### config.mk
export PLATFORM = sky130hd
export DESIGN_NAME = stream_mover
export DESIGN_NICKNAME = d
export VERILOG_FILES = /design/src/sq_pkg.sv /design/src/stream_mover.sv
export SDC_FILE = /design/constraint.sdc
export NUM_CORES = 1
export LEC_CHECK = 0
export BUFFER_PORTS_ARGS = -buffer_cell sky130_fd_sc_hd__clkbuf_2
export CAP_MARGIN = 0
export CORE_MARGIN = 3
export CORE_UTILIZATION = 37
export DETAILED_ROUTE_END_ITERATION = 10
export PLACE_DENSITY_LB_ADDON = 0.2
export RECOVER_POWER = 25
export SLEW_MARGIN = 20
export SYNTH_ARGS = -nofsm -noshare
export SYNTH_HDL_FRONTEND = slang
export SYNTH_SLANG_ARGS = --single-unit
export TNS_END_PERCENT = 20
### constraint.sdc
create_clock -name okClk -period 3.1 [get_ports okClk]
set_clock_uncertainty 0.05 [all_clocks]
set_input_delay 0.62 -clock okClk [delete_from_list [all_inputs] [get_ports okClk]]
set_output_delay 0.62 -clock okClk [all_outputs]
set_load 0.05 [all_outputs]
### src/sq_pkg.sv
`default_nettype none

package sq_pkg;

	// ------------------------------------------------------------
	// stream word and count widths
	// ------------------------------------------------------------
	typedef logic [31:0] word_t;	// one pipe word
	typedef logic [10:0] count_t;	// fifo occupancy, up to 1024 words
	typedef logic [15:0] op_num_t;	// words per operation, cmd[15:0]
	typedef logic signed [15:0] half_t;	// data in [31:16], weight in [15:0]

	// operation type from cmd[31:29]; other codes are rejected
	typedef enum logic [2:0] {
		OP_NONE    = 3'd0,
		OP_CONV    = 3'd1,
		OP_MAXPOOL = 3'd2
	} op_type_t;

	typedef enum logic [1:0] {
		CSB_IDLE,	// waiting for a command
		CSB_RUN,	// engine busy
		CSB_DONE	// one cycle, raises irq
	} csb_state_t;

	// ------------------------------------------------------------
	// status light positions, lights are active low
	// ------------------------------------------------------------
	localparam logic [2:0] LED_PIPE_IN_FULL   = 3'd7;
	localparam logic [2:0] LED_PIPE_IN_EMPTY  = 3'd6;
	localparam logic [2:0] LED_PIPE_OUT_FULL  = 3'd5;
	localparam logic [2:0] LED_PIPE_OUT_EMPTY = 3'd4;
	localparam logic [2:0] LED_OP_RUN         = 3'd3;
	localparam logic [2:0] LED_OP_EN          = 3'd2;
	localparam logic [2:0] LED_SPARE_1        = 3'd1;	// held off
	localparam logic [2:0] LED_SPARE_0        = 3'd0;	// held off

endpackage

`default_nettype wire
### src/stream_mover.sv
`default_nettype none

module stream_mover #(
	parameter int FIFO_DEPTH      = 1024,
	parameter int BUFFER_HEADROOM = 20
) (
	input  wire                 okClk,
	input  wire                 rst_n,
	input  wire                 op_en,
	input  wire                 op_run,
	input  wire                 in_empty,
	input  wire sq_pkg::word_t  in_word,
	output logic                in_pop,
	input  wire sq_pkg::count_t out_count,
	input  wire sq_pkg::count_t cmd_count,
	input  wire sq_pkg::count_t data_count,
	output logic                out_push,
	output logic                cmd_push,
	output logic                data_push,
	output sq_pkg::word_t       move_word
);

	localparam sq_pkg::count_t DEST_LIMIT = sq_pkg::count_t'(FIFO_DEPTH - BUFFER_HEADROOM);

	// destination tags
	localparam logic [1:0] DST_OUT  = 2'd0;	// loopback to pipe-out
	localparam logic [1:0] DST_CMD  = 2'd1;
	localparam logic [1:0] DST_DATA = 2'd2;

	logic [1:0]     sel_dest;
	sq_pkg::count_t sel_count;
	logic           move_valid;	// one word in flight
	logic [1:0]     move_dest;

	// same routing as the output mux: op_en picks loopback or accelerator
	always_comb begin
		if (!op_en) begin
			sel_dest  = DST_OUT;
			sel_count = out_count;
		end else if (op_run) begin
			sel_dest  = DST_DATA;
			sel_count = data_count;
		end else begin
			sel_dest  = DST_CMD;
			sel_count = cmd_count;
		end
	end

	assign in_pop = !in_empty && (sel_count < DEST_LIMIT);	// stall at the limit

	always_ff @(posedge okClk) begin
		if (!rst_n) begin
			move_valid <= 1'b0;
			move_dest  <= DST_OUT;
		end else begin
			move_valid <= in_pop;
			move_dest  <= sel_dest;
		end
	end

	always_ff @(posedge okClk) begin
		if (in_pop) move_word <= in_word;
	end

	// write lands one cycle after the pop, at one destination only
	assign out_push  = move_valid && (move_dest == DST_OUT);
	assign cmd_push  = move_valid && (move_dest == DST_CMD);
	assign data_push = move_valid && (move_dest == DST_DATA);

endmodule

`default_nettype wire

After elaboration in Yosys (flattened, before gate mapping):

Cells that the tools add are included.

* register bits: 35
* latch bits: 0
* memory bits (writable): 0
* ROM bits: 0
* input port bits: 70
* output and inout bits: 36
* logic and storage cells: 16
* memories kept: 0

* add/subtract/negate cells: 0
* $mul: 0
* div/mod/pow operators: 0
* order comparisons: 1
* equality and inequality tests: 2
* shift-type cells: 0
* muxes and demuxes: 3
* bitwise operators: 0
* reductions and logical operators: 7

Operators with widths (number)
* 2-to-1 mux 11 bit: 2
* less-than comparator 11 x 10 -> 1 bit, second input constant: 1
* logical AND 1 bit: 4
* == test 2 x 1 -> 1 bit, second input constant: 1
* == test 2 bit, second input constant: 1
* logical NOT 2 bit: 1
* 2-to-1 mux 2 bit: 1
* AND reduction 2 bit: 1
* logical NOT 1 bit: 1

Longest topological paths before layout:

* depth after elaboration: 4
* depth in mapped cells: 5
* mapped depth without buffers: 4

Worst setup path before layout:

OpenSTA, ideal clock, no wires.

* path type: input to output
* start point: input port out_count[2]
* end point: output port in_pop
* arrival time: 2253 ps
* required time: 2430 ps
* slack: 177 ps
* stages: 4
* buffers on the path: 0
* cells stage by stage: a21oi_2 > nor2_1 > a2111oi_4 > or2_1

* cells in the longest elaborated chain, start to end: 3

RTL lines
* from (decl): RTL line stream_mover.sv:14 `input wire sq_pkg::count_t out_count,`
* 2-to-1 mux 11 bit: RTL line stream_mover.sv:37 `if (!op_en) begin`
* less-than comparator 11 x 10 -> 1 bit: RTL line stream_mover.sv:49 `assign in_pop = !in_empty && (sel_count < DEST_LIMIT);`
* logical AND 1 bit: RTL line stream_mover.sv:49
* to (decl): RTL line stream_mover.sv:13 `output logic in_pop,`

Every way passes these cells.

Worst setup path after layout:

* start point: input port op_run
* end point: output port in_pop

* cells in the longest elaborated chain, start to end: 4

RTL lines
* from (decl): RTL line stream_mover.sv:10 `input wire op_run,`
* 2-to-1 mux 11 bit: RTL line stream_mover.sv:40 `end else if (op_run) begin`
* 2-to-1 mux 11 bit: RTL line stream_mover.sv:37
* less-than comparator 11 x 10 -> 1 bit: RTL line stream_mover.sv:49
* logical AND 1 bit: RTL line stream_mover.sv:49

Every way passes these cells.

==> flow_summary_export.csv <==
group,metric,value,unit
status,status,"finished, final reports clean",
place,place.detailed.hpwl,2223,um
yosys,synth_fp_nets,131,
clocking,cts_resized,0,
floorplanning,start_util,0.3939,
global_route,grt-ovfl-total,0,
global_route,grt_max_degree,33,
yosys,synth_seq_area_share,0.8421,
yosys,synth_top_family_by_area,"simple AND/OR/NAND/NOR gates",
run,cap_violations,0,
critical_path,crit_fanout,9,
timing,slew_headroom,0.7369,
place,placed_cell_area,1774,um^2
drt,vias_per_cell,4.311,
floorplanning,io_pins,106,
drt,ant_nets,0,
yosys,synth_area_per_cell,19.88,um^2
drt,drc,0,
global_route,grt_pass1_wl,4464,um
cells_and_area,final_area,1823,um^2
drt,num_vias,914,
power_and_ir_drop,comb_power_share,0.240,
global_route,grt_usage,0.1473,
clocking,cts_tree,"built",
power_and_ir_drop,total_leakage_power,0.0008403,uW
yosys,synth_area,1212,um^2
clocking,cts.sinks,35,
global_route,antenna_found_initial,0,
power_and_ir_drop,max-vdd-ir-drop,0.2376,mV
floorplanning,die_area,4000,um^2
cells_and_area,syn_to_final_growth,50.36,%
timing,fin_ws,0.7773,ns
clocking,clockBufferDepth,2,
clocking,htreeDepth,2,
critical_path,worstPathArrival,1.65,ns
power_and_ir_drop,p_int,707.4,uW
clocking,clockRootBuffer,"clkbuf_4",
floorplanning,rows,20,
timing,setup_viol,0,
worst_hold_path,hold_path_end,"move_word[25]",
cells_and_area,layout.nets,237,
timing,worstMarginPinSlew,0.3947,ns
drt,drtIter0Drc,27,
critical_path,critPathLaunchType,"primary input",
worst_hold_path,min_path_type,"in -> reg",
cells_and_area,multiInputGateArea,176.4,um^2
worst_hold_path,hp-start,"in_word[25]",
yosys,muxShareOfSynthArea,0.008256,
clocking,path_clk_slew,0.10,ns
cells_and_area,seq_area,1021,um^2
floorplanning,coreArea,3078,um^2
power_and_ir_drop,pwr-share-clk,0.208,
power_and_ir_drop,swShare,0.3152,
clocking,post-cts-setup-buffers,0,
yosys,synthDistinctLibCells,20,
yosys,syn_inst,61,
drt,drt_first_pass_iters,3,
place,pre_cts_ws,0.7744,ns
floorplanning,die_w,63.25,um
yosys,synth-xor-area-share,0,
timing,fmax,0.4305,GHz
timing,fin_crit,2.323,ns
place,gp_congestion,0.6734,
cells_and_area,drive_above_1_share,0.6488,
drt,routed_wl,2721,um
floorplanning,die_h,63.25,um
power_and_ir_drop,p_seq_frac,0.552,
power_and_ir_drop,pwr_density_cell,566.6,nW/um^2
timing,period_share,0.7492,
place,io_buffers,99,
yosys,synth_compound_area_frac,0.06502,
timing,fin_setup_tns,0,ns
critical_path,crit_type,"in -> out",
critical_path,required,2.43,ns
clocking,ctsHoldBuffers,0,
timing,rsz0062_at_grt,"no",
cells_and_area,fillers,265,
power_and_ir_drop,fin_total_pwr,1033,uW
cells_and_area,n_antenna_cell,0,
timing,drv_slew,0,
timing,hold_viol,0,
worst_hold_path,min_path_cells,1,
drt,avgRoutedWirePerCell,12.83,um
global_route,grt_pass1_vias,944,
clocking,cts_buffers,5,
power_and_ir_drop,netSwitchingPower,325.6,uW
yosys,yosysWarnings,0,
yosys,synthSimpleGateAreaFrac,0.07224,
critical_path,worstSetupEndpointType,"output port",
yosys,synth-seq-cells,35,
yosys,synth_adder_area_share,0,
-- synth_stat cells --
| master | instances | area [um^2] |
|---|---|---|
| edfxtp_1 | 32 | 960.9 |
| dfxtp_1 | 3 | 60.06 |
| nand2_1 | 3 | 11.26 |
| a31oi_1 | 2 | 12.51 |
| and3b_1 | 2 | 17.52 |
| nand3_1 | 2 | 10.01 |
| nand4_1 | 2 | 12.51 |
| nor2_1 | 2 | 7.510 |
| o21ai_0 | 2 | 10.01 |
| a2111oi_4 | 1 | 27.53 |
| a211oi_2 | 1 | 12.51 |
| a21oi_2 | 1 | 8.760 |
| and3_2 | 1 | 7.510 |
| buf_6 | 1 | 11.26 |
| inv_1 | 1 | 3.750 |
| mux2i_1 | 1 | 10.01 |
| nand3b_1 | 1 | 7.510 |
| nor3b_1 | 1 | 7.510 |
| o21a_1 | 1 | 7.510 |
| or2_1 | 1 | 6.260 |
-- routing by layer --
layer | routed length [um] | vias to the layer above | global-route usage | part of all wire
met5 | 0 | - | 0 | 0
met4 | 46 | 0 | 0.07278 | 0.017
met1 | 986 | 393 | 0.1624 | 0.36
li1 | - | 452 | - | -
met2 | 1369 | 64 | 0.2503 | 0.50
met3 | 318 | 5 | 0.05348 | 0.12
-- kinds of logic (layout without fill, tap and decap cells) --
group                  count (synthesis)  count (layout)
buffers and inverters                  2             109
flip-flops                            35              35
AO/OA/AOI/OAI                          8               8
multiplexers                           1               1
AND/OR/NAND/NOR                       15              15
-- stage by stage --
stage / cells / util / hold WS [ns]
2_1_floorplan: 61 / - / 0.6689
3_3_place_gp: 204 / 0.5764 / 0.7472
3_5_place_dp: 204 / 0.5764 / 0.7486
4_1_cts: 212 / 0.5923 / 0.3966
5_1_grt: 212 / 0.5923 / 0.3873
6_report: 212 / 0.5923 / 0.4172
-- critical path: stages --
cell	delay, ns
clkbuf_2	0.19
mux2i_1	0.21
nand3b_1	0.09
a31oi_1	0.18
or2_1	0.20
buf_12	0.16
-- worst max path at each step --
stage | start | end | slack [ns]
floorplan | out_count[2] | in_pop | 0.18
global placement | out_count[2] | in_pop | 0.78
detailed placement | op_run | in_pop | 0.77
CTS | op_run | in_pop | 0.77
global route | op_run | in_pop | 0.67
finish | op_run | in_pop | 0.78
-- sequential cells by signal, summed over array words and instances, names as in the netlist --
signal / cells
move_word: 32
move_valid: 1
move_dest: 2
-- placed cells by master, fill, tap and decap left out, types with 2 or more instances in the layout --
master	synthesis	layout
clkbuf_2	0	98
edfxtp_1	32	32
clkbuf_4	0	5
nand2_1	3	3
dfxtp_1	3	3
and3b_1	2	2
nand3_1	2	2
nand4_1	2	2
o21ai_0	2	2
a31oi_1	2	2
nor2_1	2	2
clkinv_1	0	2
-- power groups by stage --
stage               Clock [uW]  Combinational, uW  Sequential [uW]
finish                     215                248              571
CTS                        228                250              571
global route               246                261              576
floorplan                    0               27.7              718
global placement             0                247              580
detailed placement           0                250              582
-- layout make-up --
cell class / count / share of cell area
repair buffers: 100 / 0.2841
well taps: 44 / 0.03020
clock inverters: 2 / 0.004118
flip-flops and latches: 35 / 0.5601
clock buffers: 6 / 0.02265
multi-input cells: 24 / 0.09677
inverters: 1 / 0.002059
(Power assumes the default switching activity.)
