`config.mk`:
```
export PLATFORM = sky130hd
export DESIGN_NAME = layer_engine
export DESIGN_NICKNAME = d
export VERILOG_FILES = /design/src/sq_pkg.sv /design/src/layer_engine.sv
export SDC_FILE = /design/constraint.sdc
export NUM_CORES = 1
export LEC_CHECK = 0
export BUFFER_PORTS_ARGS = -buffer_cell sky130_fd_sc_hd__buf_2
export CAP_MARGIN = 30
export CORE_MARGIN = 2
export CORE_UTILIZATION = 25
export DETAILED_ROUTE_END_ITERATION = 16
export PLACE_DENSITY = 0.51
export SLEW_MARGIN = 40
export SYNTH_ARGS = -nofsm -noshare
export SYNTH_HDL_FRONTEND = slang
export SYNTH_SLANG_ARGS = --single-unit
```
`constraint.sdc`:
```
create_clock -name okClk -period 7.9 [get_ports okClk]
set_clock_uncertainty 0.2 [all_clocks]
set_input_delay 0 -clock okClk [delete_from_list [all_inputs] [get_ports okClk]]
set_output_delay 0 -clock okClk [all_outputs]
set_load 0.03 [all_outputs]
```
`src/sq_pkg.sv`:
```
`default_nettype none

package sq_pkg;

	// ------------------------------------------------------------
	// stream word and count widths
	// ------------------------------------------------------------
	typedef logic [31:0] word_t;	// one pipe word
	typedef logic [10:0] count_t;	// fifo occupancy, up to 1024 words
	typedef logic [15:0] op_num_t;	// words per operation, cmd[15:0]
	typedef logic signed [15:0] half_t;	// data in [31:16], weight in [15:0]

	// operation type from cmd[31:29]; other codes are rejected
	typedef enum logic [2:0] {
		OP_NONE    = 3'd0,
		OP_CONV    = 3'd1,
		OP_MAXPOOL = 3'd2
	} op_type_t;

	typedef enum logic [1:0] {
		CSB_IDLE,	// waiting for a command
		CSB_RUN,	// engine busy
		CSB_DONE	// one cycle, raises irq
	} csb_state_t;

	// ------------------------------------------------------------
	// status light positions, lights are active low
	// ------------------------------------------------------------
	localparam logic [2:0] LED_PIPE_IN_FULL   = 3'd7;
	localparam logic [2:0] LED_PIPE_IN_EMPTY  = 3'd6;
	localparam logic [2:0] LED_PIPE_OUT_FULL  = 3'd5;
	localparam logic [2:0] LED_PIPE_OUT_EMPTY = 3'd4;
	localparam logic [2:0] LED_OP_RUN         = 3'd3;
	localparam logic [2:0] LED_OP_EN          = 3'd2;
	localparam logic [2:0] LED_SPARE_1        = 3'd1;	// held off
	localparam logic [2:0] LED_SPARE_0        = 3'd0;	// held off

endpackage

`default_nettype wire
```
`src/layer_engine.sv`:
```
`default_nettype none

module layer_engine (
	input  wire                     okClk,
	input  wire                     rst_n,
	input  wire                     op_start,
	input  wire sq_pkg::op_type_t   op_type,
	input  wire sq_pkg::op_num_t    op_num,
	input  wire                     data_empty,
	input  wire sq_pkg::word_t      data_word,
	output logic                    data_pop,
	input  wire                     out_full,
	output logic                    result_push,
	output sq_pkg::word_t           result_word,
	output logic                    op_done
);

	localparam sq_pkg::word_t MAX_INIT = 32'hffff_8000;	// -32768, below any data

	logic               busy;
	sq_pkg::op_num_t    remain;	// words still to consume
	sq_pkg::word_t      acc;	// sum of products or running max
	sq_pkg::half_t      data_h;
	sq_pkg::half_t      weight_h;
	logic signed [31:0] prod;
	logic signed [31:0] data_ext;
	logic               is_pool;

	assign data_h   = data_word[31:16];
	assign weight_h = data_word[15:0];
	assign prod     = data_h * weight_h;	// full 32-bit signed product
	assign data_ext = data_h;	// sign extended
	assign is_pool  = (op_type == sq_pkg::OP_MAXPOOL);

	assign data_pop    = busy && (remain != '0) && !data_empty;
	assign result_push = busy && (remain == '0) && !out_full;
	assign op_done     = result_push;	// same cycle as the result write
	assign result_word = acc;

	always_ff @(posedge okClk) begin
		if (!rst_n) begin
			busy   <= 1'b0;
			remain <= '0;
		end else if (op_start) begin
			busy   <= 1'b1;
			remain <= op_num;
		end else if (data_pop) begin
			remain <= remain - 1'b1;
		end else if (result_push) begin
			busy <= 1'b0;
		end
	end

	// ------------------------------------------------------------
	// accumulate, conv wraps at 32 bits
	// ------------------------------------------------------------
	always_ff @(posedge okClk) begin
		if (op_start) begin
			acc <= is_pool ? MAX_INIT : '0;
		end else if (data_pop) begin
			if (is_pool) begin
				if (data_ext > $signed(acc)) acc <= sq_pkg::word_t'(data_ext);
			end else begin
				acc <= acc + sq_pkg::word_t'(prod);
			end
		end
	end

endmodule

`default_nettype wire

```
Yosys cells after proc, flatten, opt, wreduce, memory -nomap -nowiden
Index checks and enable logic that the tools add are counted.
{"block": "classes", "magnitude_cmp": 1, "eq_ne": 3, "reduce_logical": 12, "n_mux": 10, "addsub": 2, "mul": 1}
{"operator": "32-bit 2-to-1 mux", "n": 5}
{"operator": "32-bit adder", "n": 1}
{"operator": "16-bit by 32-bit greater-than comparator with 1-bit output", "n": 1}
{"operator": "16-bit by 16-bit multiplier with 32-bit output", "n": 1}
{"operator": "16-bit 2-to-1 mux", "n": 2}
{"operator": "16-bit logical NOT", "n": 1}
{"operator": "16-bit nonzero test", "n": 1}
{"operator": "16-bit by 1-bit subtractor with 16-bit output (second input constant)", "n": 1}
{"operator": "1-bit logical AND", "n": 4}
{"operator": "2-bit AND reduction", "n": 2}
{"operator": "2-bit nonzero test", "n": 2}
{"operator": "3-bit by 2-bit equality test with 1-bit output (second input constant)", "n": 1}
{"operator": "1-bit 2-to-1 mux", "n": 3}
{"operator": "3-bit by 2-bit inequality test with 1-bit output (second input constant)", "n": 1}
{"operator": "1-bit logical NOT", "n": 2}
{"operator": "2-bit inequality test (second input constant)", "n": 1}
{"block": "totals", "input_bits": 56, "reg_bits": 49, "elab_cells": 32, "output_inout_bits": 35}

Longest topological paths before layout
{"block": "logic_depth", "depth_word": 6, "ltp_mapped": 23, "ltp_nobuf": 22}

Worst setup path after synthesis
OpenSTA, ideal clock, no wires.
{"block": "synth_timing", "path_type": "input port to flip-flop", "start": "input data_word[31]", "end": "register acc[31] (netlist: result_word[31]) (data pin)", "required_time_ns": 7.440, "n_path_buf": 2, "path_slack_ns": 1.650, "arrival_ns": 5.791, "setup_time_ns": 0.260, "stages": 23, "path_cell_list": "clkbuf_1 clkbuf_1 nand2_1 inv_1 fa_1 inv_1 fa_1 inv_1 fa_1 fa_1 fa_1 inv_1 fa_1 inv_1 ha_1 and2_1 and3_1 a21o_1 a211oi_1 a21oi_1 o41ai_1 mux2i_1 nand2_1"}
{"block": "synth_between", "elab_chain_cells": 5, "elab_cells_between_ends": 6, "classes_between": "add/sub (1); mul (1); mux (4)"}
{"item": "start, declared", "line": "layer_engine.sv:10", "text": "input wire sq_pkg::word_t data_word,"}
{"item": "16-bit by 16-bit multiplier with 32-bit output", "line": "layer_engine.sv:31", "text": "assign prod = data_h * weight_h;"}
{"item": "32-bit adder", "line": "layer_engine.sv:64", "text": "acc <= acc + sq_pkg::word_t'(prod);"}
{"item": "32-bit 2-to-1 mux *", "line": "layer_engine.sv:61", "text": "if (is_pool) begin"}
{"item": "32-bit 2-to-1 mux *", "line": "layer_engine.sv:60", "text": "end else if (data_pop) begin"}
{"item": "32-bit 2-to-1 mux *", "line": "layer_engine.sv:58", "text": "if (op_start) begin"}
{"item": "end signal, assigned", "line": "layer_engine.sv:59", "text": "acc <= is_pool ? MAX_INIT : '0;"}
{"item": "end signal, assigned", "line": "layer_engine.sv:62", "text": "if (data_ext > $signed(acc)) acc <= sq_pkg::word_t'(data_ext);"}
{"item": "end signal, assigned", "line": "layer_engine.sv:64"}
{"item": "end, declared", "line": "layer_engine.sv:22", "text": "sq_pkg::word_t acc;"}
Every way passes the cells marked *; elsewhere a longest branch is shown, timed or not. The select of a mux whose other input is x is not followed.
A chain may end at the register's enable or synchronous reset.

Final worst setup path
Same ends and word-level chain as after synthesis.

==> impl_metrics.toml <==
[global_route]
grt_first_pass_wirelength_mm = 62.90
grt_use_total = 0.1389
antenna_found_initial = 0
grt_max_degree = 39
first_global_vias = 11260
grt-ovfl-total = 0

[synthesis]
ys_seq_area_frac = 0.09347
yosysUniqueCellTypes = 54
synth_edf_count = 32
synth.avg_cell_area_um2 = 9.093
synth_flop_cell = "edfxtp_1"
yosysWarnings = 0
synth_nets = 2010
async_flop_share = 0
synth_seq_cells = 49
synthCells = 1531
syn_area_um2 = 13920

[critical_path]
r2r-end = "result_word[29]"
cp_max_fo = 35
path_cells = "buf_2 -> nand2_1 -> inv_1 -> fa_1 -> inv_1 -> fa_1 -> inv_1 -> fa_1 -> fa_1 -> fa_1 -> inv_1 -> fa_1 -> inv_1 -> ha_1 -> and2_1 -> and3_1 -> a21o_1 -> a211oi_1 -> a21oi_1 -> o41ai_1 -> mux2i_1 -> nand2_1"
r2r_cells = 16
cp.arrival_ps = 6410
max_stage_delay_ps = 620
cpMostUsedCell = "fa_1"
start_kind = "input port"
cp.required_ps = 7760
r2r_start = "result_word[13]"
reg2reg_setup_slack_ps = 2230
worst-setup-path-type = "in -> reg"
critPathCaptureType = "flop"
critPathSlowestCell = "buf_2"

[sta]
slew_headroom = 0.4588
fin_crit_sh = 0.8291
setup_viol = 0
slew_viol_final = 0
tightest_slew_ps = 811.8
finalHoldViolCount = 0
grt_setup_unrepaired = "false"
max_freq_mhz = 152.7
tns_ps = 0
finalCriticalPeriod_ps = 6550

[finish]
area_growth_syn_to_layout_pct = 12.59
regArea_um2 = 1301
multi_input_area_um2 = 11040
instances_no_fill = 2370
n_antenna_cell = 0
nets = 2100
layout-drive-gt1-share = 0.06967
fillers = 5968

[clocking]
root_buffer = "clkbuf_16"
cts_tree = "yes"
clock_sinks = 49
cts_buffer_depth = 2
cts.reportedPaths.clkPinSlew_ps = 80
cts_setup_buffers = 0
cts_buffers = 5
htreeDepth = 2
clock_latency_ps = 310

[placed_design]
portBuffers = 90
place_congestion = 0.8191
placed_cells = 2328
place_hpwl_mm = 31.79

[drt]
first_pass_iters = 5
avgRoutedWirePerCell_um = 15.83
via_per_inst = 4.292
drt-total-wl_mm = 37.53
first_iter_violations = 454
drcViolationCount = 0
vias = 10170
antenna_left = 0

[hold_path]
min_path_cells = 3
hold_class = "in -> reg"
whs_endpoint = "result_word[1]"
min_from = "data_word[17]"

[floorplanning]
core_area_um2 = 55090
die_w_um = 240.0
start_util = 0.2527
die-area_um2 = 57590
num_io_pins = 91
die_height_um = 240.0
num_rows = 86

[outcome]
status = "complete, no violations"

[job]
maxCapViolations = 0
layout by cell type, fill, tap and decap left out, drive strengths merged, types with 4 or more instances in the layout:
master and n:
edfxtp 32, o21a 5, nor4 4, nor3 16
inv 377, buf 95, ha 131, nand3 9
a31o 4, nand2b 6, dlygate4sd3 34, nor2b 9
nor2 46, o21ai 50, clkbuf 6, nand4 5
a211oi 10, a21o 13, xor2 11, or3 5
and2 134, o211ai 5, and3 8, xnor2 35
a21oi 53, dfxtp 17, nand2 174, fa 292
o31ai 7
cells by family (layout without fill, tap and decap cells):
| logic type | after synthesis | after routing | share of synthesized area |
|---|---|---|---|
| muxes | 1 | 1 | 0.0007190 |
| adders and majority gates | 423 | 423 | 0.5376 |
| buffers and inverters | 422 | 513 | 0.1143 |
| xor gates and xnor gates | 46 | 46 | 0.02894 |
| AOI/OAI and AO/OA | 166 | 166 | 0.07441 |
| and+or+nand+nor | 424 | 424 | 0.1505 |
| DFF | 49 | 49 | 0.09347 |
how the worst max path moves through the flow:
stage | from | endpoint | slack [ps] | cells after the start
2_1_floorplan | data_word[31] | result_word[31] | 1650 | 23
3_3_place_gp | data_word[31] | result_word[31] | 1040 | 22
3_5_place_dp | data_word[31] | result_word[31] | 1040 | 22
4_1_cts | data_word[31] | result_word[31] | 1320 | 22
5_1_grt | data_word[31] | result_word[31] | 850 | 22
6_report | data_word[31] | result_word[31] | 1350 | 22
flip-flops by register name, summed over array words and instances (netlist names):
| signal | flops |
|---|---|
| busy | 1 |
| remain | 16 |
| result_word | 32 |
cell usage after synthesis, drive strengths merged, types with 3 or more instances:
cell / number / area (um^2)
dfxtp: 17 / 340.3
a211oi: 10 / 80.07
ha: 131 / 1639
nand4: 5 / 31.28
nand2b: 6 / 37.54
fa: 292 / 5846
nor4: 4 / 25.02
xor2: 11 / 96.34
and2: 134 / 838.3
nor2: 46 / 172.7
nor2b: 9 / 56.30
nor3: 16 / 80.08
or3: 5 / 31.28
clkbuf: 44 / 165.2
o21a: 5 / 37.54
a21oi: 53 / 276.5
o31ai: 7 / 57.55
edfxtp: 32 / 960.9
a21boi: 3 / 22.52
inv: 376 / 1411
nand2: 174 / 653.1
o211a: 3 / 30.03
a21o: 13 / 97.59
o21ai: 50 / 250.2
and3: 8 / 50.05
xnor2: 35 / 306.5
nand3: 9 / 55.05
a31o: 4 / 35.04
o211ai: 5 / 37.54
final cells by class:
| class | count | share of cell area |
|---|---|---|
| clock inverters | 2 | 0.0008780 |
| multi-input cells | 1060 | 0.7043 |
| clock buffers | 6 | 0.008222 |
| flip-flops and latches | 49 | 0.08301 |
| repair buffers | 129 | 0.05380 |
| inverters | 376 | 0.09004 |
| well taps | 748 | 0.05971 |
per-layer routing:
layer / wire length (um) / vias up / GRT usage
met3: 622 / 31 / 0.004248
met2: 17870 / 131 / 0.2315
met5: 0 / - / 0
met1: 18320 / 5197 / 0.1995
li1: - / 4813 / -
met4: 712 / 0 / 0.03369
critical path: cells and delay by family:
family | cells | cell delay (ps)
compound gates | 4 | 920
fa+ha+maj | 7 | 3260
buf+inv | 6 | 1300
mux | 1 | 230
simple gates | 4 | 690
stage by stage:
stage	util	area (um^2)	hold slack (ps)	setup slack [ps]
after floorplan	-	13920	-78.32	1650
after global placement	0.2752	15160	25.90	1038
after detailed placement	0.2758	15190	35.54	1043
after CTS	0.2845	15680	47.29	1320
after global routing	0.2845	15680	83.01	853.1
final	0.2845	15680	51.20	1350
repair_timing:
item	in CTS	in global routing
hold buffers	34	0
endpoints found under the hold margin	17	0
resized for setup	0	0
endpoints found under the setup margin	0	0
Power is left out: the tool's default activity adds up to more than one toggle a clock period on the data nets, which glitch-free logic cannot reach.
