<file path="src/sq_pkg.sv">
`default_nettype none

package sq_pkg;

	// ------------------------------------------------------------
	// stream word and count widths
	// ------------------------------------------------------------
	typedef logic [31:0] word_t;	// one pipe word
	typedef logic [10:0] count_t;	// fifo occupancy, up to 1024 words
	typedef logic [15:0] op_num_t;	// words per operation, cmd[15:0]
	typedef logic signed [15:0] half_t;	// data in [31:16], weight in [15:0]

	// operation type from cmd[31:29]; other codes are rejected
	typedef enum logic [2:0] {
		OP_NONE    = 3'd0,
		OP_CONV    = 3'd1,
		OP_MAXPOOL = 3'd2
	} op_type_t;

	typedef enum logic [1:0] {
		CSB_IDLE,	// waiting for a command
		CSB_RUN,	// engine busy
		CSB_DONE	// one cycle, raises irq
	} csb_state_t;

	// ------------------------------------------------------------
	// status light positions, lights are active low
	// ------------------------------------------------------------
	localparam logic [2:0] LED_PIPE_IN_FULL   = 3'd7;
	localparam logic [2:0] LED_PIPE_IN_EMPTY  = 3'd6;
	localparam logic [2:0] LED_PIPE_OUT_FULL  = 3'd5;
	localparam logic [2:0] LED_PIPE_OUT_EMPTY = 3'd4;
	localparam logic [2:0] LED_OP_RUN         = 3'd3;
	localparam logic [2:0] LED_OP_EN          = 3'd2;
	localparam logic [2:0] LED_SPARE_1        = 3'd1;	// held off
	localparam logic [2:0] LED_SPARE_0        = 3'd0;	// held off

endpackage

`default_nettype wire
</file>
<file path="src/cmd_block.sv">
`default_nettype none

module cmd_block (
	input  wire                okClk,
	input  wire                rst_n,
	input  wire                op_en,
	input  wire                cmd_empty,
	input  wire sq_pkg::word_t cmd,
	output logic               cmd_pop,
	output logic               op_start,
	output sq_pkg::op_type_t   op_type,
	output sq_pkg::op_num_t    op_num,
	output logic               op_run,
	input  wire                op_done,
	output logic               irq
);

	sq_pkg::csb_state_t state;
	sq_pkg::op_type_t   cmd_type;	// decoded from the head command
	sq_pkg::op_num_t    cmd_num;
	logic               cmd_ok;
	sq_pkg::op_type_t   type_q;	// held for the running operation
	sq_pkg::op_num_t    num_q;

	// ------------------------------------------------------------
	// decode
	// ------------------------------------------------------------
	assign cmd_type = sq_pkg::op_type_t'(cmd[31:29]);
	assign cmd_num  = cmd[15:0];

	always_comb begin
		case (cmd_type)
			sq_pkg::OP_CONV,
			sq_pkg::OP_MAXPOOL: cmd_ok = (cmd_num != '0);
			default:            cmd_ok = 1'b0;	// none or unknown type
		endcase
	end

	assign cmd_pop  = (state == sq_pkg::CSB_IDLE) && op_en && !cmd_empty;
	assign op_start = cmd_pop && cmd_ok;	// bad commands are just dropped

	// decoded values show in the fetch cycle, held values afterwards
	assign op_type = (state == sq_pkg::CSB_IDLE) ? cmd_type : type_q;
	assign op_num  = (state == sq_pkg::CSB_IDLE) ? cmd_num : num_q;

	assign op_run = (state == sq_pkg::CSB_RUN);
	assign irq    = (state == sq_pkg::CSB_DONE);	// one cycle wide

	// ------------------------------------------------------------
	// run state
	// ------------------------------------------------------------
	always_ff @(posedge okClk) begin
		if (!rst_n) begin
			state  <= sq_pkg::CSB_IDLE;
			type_q <= sq_pkg::OP_NONE;
			num_q  <= '0;
		end else begin
			case (state)
				sq_pkg::CSB_IDLE: begin
					if (op_start) begin
						state  <= sq_pkg::CSB_RUN;
						type_q <= cmd_type;
						num_q  <= cmd_num;
					end
				end
				sq_pkg::CSB_RUN: begin
					if (op_done) state <= sq_pkg::CSB_DONE;
				end
				sq_pkg::CSB_DONE: begin
					state <= sq_pkg::CSB_IDLE;
				end
				default: begin
					state <= sq_pkg::CSB_IDLE;
				end
			endcase
		end
	end

endmodule

`default_nettype wire

</file>
<file path="config.mk">
export PLATFORM = sky130hd
export DESIGN_NAME = cmd_block
export DESIGN_NICKNAME = d
export VERILOG_FILES = /design/src/sq_pkg.sv /design/src/cmd_block.sv
export SDC_FILE = /design/constraint.sdc
export NUM_CORES = 1
export LEC_CHECK = 0
export BUFFER_PORTS_ARGS = -buffer_cell sky130_fd_sc_hd__buf_2
export CAP_MARGIN = 5
export CORE_MARGIN = 10
export CORE_UTILIZATION = 45
export DETAILED_ROUTE_END_ITERATION = 12
export PLACE_DENSITY = 0.81
export SETUP_SLACK_MARGIN = 0.15
export SYNTH_ARGS = -nofsm -noshare
export SYNTH_HDL_FRONTEND = slang
export SYNTH_SLANG_ARGS = --single-unit
</file>
<file path="constraint.sdc">
create_clock -name okClk -period 5.6 [get_ports okClk]
set_input_delay 0.28 -clock okClk [delete_from_list [all_inputs] [get_ports okClk]]
set_output_delay 0.28 -clock okClk [all_outputs]
set_load 0.005 [all_outputs]
</file>
* Yosys cells after proc, flatten, opt, wreduce, memory -nomap -nowiden *
Cells that the tools add are included.

word-level totals
  register bits after elaboration = 21
  latch bits = 0
  memory bits (writable) = 0
  bits in read-only memories = 0
  input port bits = 37
  output and inout bits = 23
  logic and storage cells = 24
  memories kept = 0

cells by class
  add/subtract/negate cells = 0
  $mul = 0
  div/mod/pow operators = 0
  $lt $le $gt $ge = 0
  equality and inequality tests = 6
  shift operators = 0
  mux-type cells = 6
  bitwise logic cells = 0
  reduce and logical (&&, ||, !) cells = 9

operators with widths
  cell                                                             count
  16-bit 2-to-1 mux                                                1
  16-bit nonzero test                                              1
  2-bit 2-to-1 mux                                                 2
  2-bit case mux with 2 select lines                               1
  2-bit AND reduction                                              2
  3-bit by 1-bit == test with 1-bit output, second input constant  1
  3-bit by 2-bit == test with 1-bit output, second input constant  1
  1-bit logical AND                                                3
  3-bit 2-to-1 mux                                                 1
  2-bit by 1-bit == test with 1-bit output, second input constant  1
  2-bit == test, second input constant                             1
  2-bit zero test                                                  1
  2-bit by 1-bit != test with 1-bit output, second input constant  1
  2-bit != test, second input constant                             1
  2-bit OR reduction                                               1
  1-bit zero test                                                  1
  1-bit 2-to-1 mux                                                 1

* Depth between registers and ports, before layout *
  word-level depth = 6
  mapped depth = 6
  gate-level depth less buffers = 4

* Worst setup path after synthesis *
OpenSTA, ideal clock, no wires.

  path type = register to output
  from = register state[0]
  to = output op_num[10]
  arrival time = 1537 ps
  required time = 5320 ps
  setup slack = 3783 ps
  stages on the path, launching flop included = 4
  buffers on the path = 1
  cell sequence = dfxtp_1 nor2_1 clkbuf_1 mux2_2

on the way
  cells in the longest elaborated chain, start to end = 2

RTL lines
  element                   RTL line         RTL
  start: declaration        cmd_block.sv:18  sq_pkg::csb_state_t state;
  start signal: assignment  cmd_block.sv:54  state <= sq_pkg::CSB_IDLE;
  start signal: assignment  cmd_block.sv:61  state <= sq_pkg::CSB_RUN;
  start signal: assignment  cmd_block.sv:67  if (op_done) state <= sq_pkg::CSB_DONE;
  2-bit zero test           cmd_block.sv:44  assign op_num = (state == sq_pkg::CSB_IDLE) ? cmd_num : num_q;
  16-bit 2-to-1 mux         cmd_block.sv:44
  end: declaration          cmd_block.sv:12  output sq_pkg::op_num_t op_num,

No other way between the ends.

* Worst setup path in the final report *
  from = register state[0]
  to = output op_start

on the way
  cells in the longest elaborated chain, start to end = 4

RTL lines
  element                         RTL line         RTL
  2-bit zero test                 cmd_block.sv:39  assign cmd_pop = (state == sq_pkg::CSB_IDLE) && op_en && !cmd_empty;
  1-bit logical AND (2 in a row)  cmd_block.sv:39
  1-bit logical AND               cmd_block.sv:40  assign op_start = cmd_pop && cmd_ok;
  end: declaration                cmd_block.sv:10  output logic op_start,

No other way between the ends.

==> results by stage <==
Placed design:
- The congestion estimate from routability-driven global placement came to 0.785.
- The sum of net half-perimeters after detailed placement is 2.28 mm.
- The count of input and output buffers is 46.
- The number of placed instances, taps included is 188.

Logic synthesis:
- The share of the yosys chip area belonging to registers is 38.4%.
- The proportion of netlist area held by the largest area contributor is 38.4%.
- After Yosys synthesis, full adders, half adders and majority gates account for 0% of the synthesized area.
- Counting instances in the post-synthesis netlist gives the leading cell types as 21 x dfxtp_1, 19 x mux2_2, 17 x a21oi_1, 17 x nand3_1, 9 x o21ai_1.
- The flip-flop cell with the highest count after synthesis is dfxtp_1.
- The count of cell types in the netlist is 27.
- The largest area contributor in the synthesized netlist is dfxtp_1.
- The most repeated cell in the gate-level netlist after synthesis is dfxtp_1.
- The async set-reset flop share out of synthesis is 0%.
- The synthesized cell area is 1090 um2.
- After synthesis the netlist holds a flip-flop and latch count of 21.
- The Yosys step of the flow raised 0 warnings.
- In the post-synthesis netlist, the biggest area contributors are dfxtp_1 38%, mux2_2 20%, a21oi_1 7.8%.
- After Yosys synthesis, XOR and XNOR cells account for 0.801% of the synthesized area.
- In the synthesized netlist, the number of instances is 121.
- After synthesis, the share of cell area in mux cells is 19.6%.
- The number of nets in the synthesized netlist is 158.
- The number of enable flip-flop cells after synthesis is 0.
- After Yosys synthesis, and, or, nand and nor cells account for 18.6% of the synthesized area.
- The dominant combinational cell family by area after synthesis is multiplexers.
- In this run the mean area of a mapped cell was 9.04 um2.
- The synthesized-area fraction occupied by ao, oa, aoi and oai cells is 17.5%.

Power and ir drop:
- The part of the total power dissipated in the clock network is 26.6%.
- The switching part of the total power is 26.3%.
- The static leakage power is 0.570 nW.
- Combinational logic burns 17.9% of the power.
- In this run the power density over the cells is 207 nW/um2.
- Cell internal power was estimated by the tool at 0.205 mW.
- The design draws 0.278 mW.
- The power share of the sequential group is 55.6%.
- The net switching power is 0.0730 mW.
- The worst-case vdd ir drop is 0.152 mV.

STA:
- Setup repair after global routing left no endpoint under its margin.
- The worst slew margin relative to its limit is 52.6%.
- Dividing the final minimum period by the clock period gives 45.7%.
- The setup-violating endpoint count in the final report is 0.
- The largest clock skew in the final design is 0.00724 ns.
- The transition time of the tightest slew-check pin is 0.710 ns.
- The maximum operating frequency is 0.390 GHz.
- The number of hold-slack violations in the final timing report was 0.
- The summed negative setup slack over all endpoints is 0 ns.
- After layout, the minimum clock period comes to 2.56 ns.
- The final max-slew violation count is 0.

Routing:
- The final wirelength is 3.00 mm.
- The routed wirelength normalized by instance count is 15.6 um.
- The number of remaining DRC errors is 0.
- The post-route antenna net violation count is 0.
- The detailed-routing iteration count for the pre-antenna-repair pass is 6.
- In this run, the number of DRC markers left after iteration 0 of detailed routing was 51.
- The overall via count from detail_route is 1070.
- Dividing the detail-routed via count by the number of cells gives 5.57.

Critical path:
- Of all nets on the critical path, the largest fanout is 18.
- Traced cell by cell, the critical path runs through or4b_4 -> or3_1 -> nor2_2 -> buf_2.
- The largest individual stage delay along the critical path comes from the cell or3_1.
- The sort of element at the end of the critical path is an output port.
- The start-to-end type of the worst setup path is reg2out.
- On the worst path, the slowest cell contributes a delay of 0.64 ns.
- The worst setup path is launched from a flop.
- The critical path arrival is 2.28 ns.
- The worst-case reg-to-reg path depth is 4.
- STA puts the critical path data required time at 5.32 ns.

Clock network:
- The number of levels the H-tree was split into is 1.
- TritonCTS built the clock tree.
- The clock net in this run drives a total of 21 sinks.
- The clock passes through at most 2 buffers.
- Post-CTS timing repair inserted 0 buffers for setup.
- The number of buffers created by CTS is 3.
- After clock tree synthesis, the flow added hold-fix buffers numbering 0.
- After clock tree synthesis, the clock-pin slew on the worst setup and hold paths is 0.12 ns.
- The later-pin clock latency in the skew report is 0.31 ns.
- CTS placed an instance of clkbuf_4 at the clock tree root.
- Once the clock tree was built, the resizer swapped 0 gates to a different size.

Global routing:
- Entering global routing, the biggest net connects 20 pins.
- The total overflow left after global routing is 0.
- The wire length of the first global-routing pass is 5.07 mm.
- The number of global-route vias before repair is 1110.
- The initial antenna violation count is 0.
- The overall routing resource usage is 12.2%.

Layout:
- The area added between synthesis and finish is 23.1%.
- The net count of the finished layout is 202.
- Cells with a size suffix above 1 make up 45.1% of the layout.
- The repair_antennas step left the layout with diodes totalling 0.
- The number of standard cells in the final layout excluding fillers is 192.

Floorplanning:
- Measured along the x axis, the die boundary spans 69.3 um.
- The standard cell core area is 2250 um2.
- The top-level port count is 60.
- The effective utilization at floorplan is 48.5%.
- The vertical die dimension is 69.3 um.
- The die outline area is 4800 um2.
- The initialized floorplan defines 17 standard-cell rows.

Status:
- The run finished with clean final reports.

Run:
- The reported max-cap violation count is 0.

Min path:
- The worst hold-check path type is in2reg.
- The number of instances on the worst hold path is 2.
==> layer usage <==
metal / share of wire [%] / track usage, %
met2: 55 / 21.4
met3: 4.7 / 3.00
met4: 3.1 / 7.54
met5: 0 / 0
met1: 37 / 12.5
==> critical path, delay by kind of cell, from the launching register on <==
family                 cells  cell delay (ns)
DFF                        1             0.35
buffers and inverters      1             0.15
and+or+nand+nor            3             1.45
==> logic make-up after synthesis <==
group,Yosys count
mux,19
simple gates,34
buf+inv,10
flops,21
compound gates,36
xor+xnor,1
==> stage by stage <==
stage | setup WS (ns) | instance area (um2) | hold slack, ns | utilization, %
6_report | 3.04 | 1350 | 0.205 | 59.7
5_1_grt | 2.96 | 1350 | 0.218 | 59.7
4_1_cts | 3.04 | 1350 | 0.203 | 59.7
3_5_place_dp | 3.40 | 1320 | 0.449 | 58.5
3_3_place_gp | 3.39 | 1320 | 0.427 | 58.5
2_1_floorplan | 3.78 | 1090 | 0.398 | -
==> worst paths after layout <==
kind	startpoint	end	slack [ns]
setup reg to reg	state[0]	num_q[5]	3.57
setup / recovery	state[0]	op_start	3.04
hold reg to reg	type_q[2]	type_q[2]	0.46
hold / removal	op_done	state[1]	0.20
==> area by class of cell <==
type	instances	area [um2]
clock inverter	1	5.00
inverter	2	7.51
sequential	21	420
timing repair buffer	47	238
multi-input combinational	90	618
fill	213	908
clock buffer	3	22.5
tap	28	35.0
==> power groups by stage <==
stage               Sequential (mW)  Clock [mW]  Combinational [mW]
finish                        0.155      0.0739              0.0497
global route                  0.155      0.0810              0.0556
CTS                           0.155      0.0772              0.0504
detailed placement            0.158           0              0.0502
global placement              0.158           0              0.0490
floorplan                     0.157           0              0.0259
==> placed cells by master (no fill, tap or decap) <==
cell,instances
nor4_1,4
nand2_1,1
nor2_1,2
dfxtp_1,21
or3_1,1
nor2b_1,3
o21ai_2,1
a21oi_1,17
nand3_1,17
o21a_1,1
buf_2,46
and4_1,1
nor2_2,1
clkbuf_4,3
xnor2_1,1
or4b_4,1
o21ai_1,9
and3_1,1
buf_4,1
inv_1,1
o21ai_0,7
nand4_1,1
clkinv_1,1
nor3_4,1
o211a_1,1
clkinv_2,1
mux2_2,19
==> sequential cells by signal (all words and copies together), names as in the netlist <==
register  count
state         2
num_q        16
type_q        3
Power figures use the tool's default switching activity.
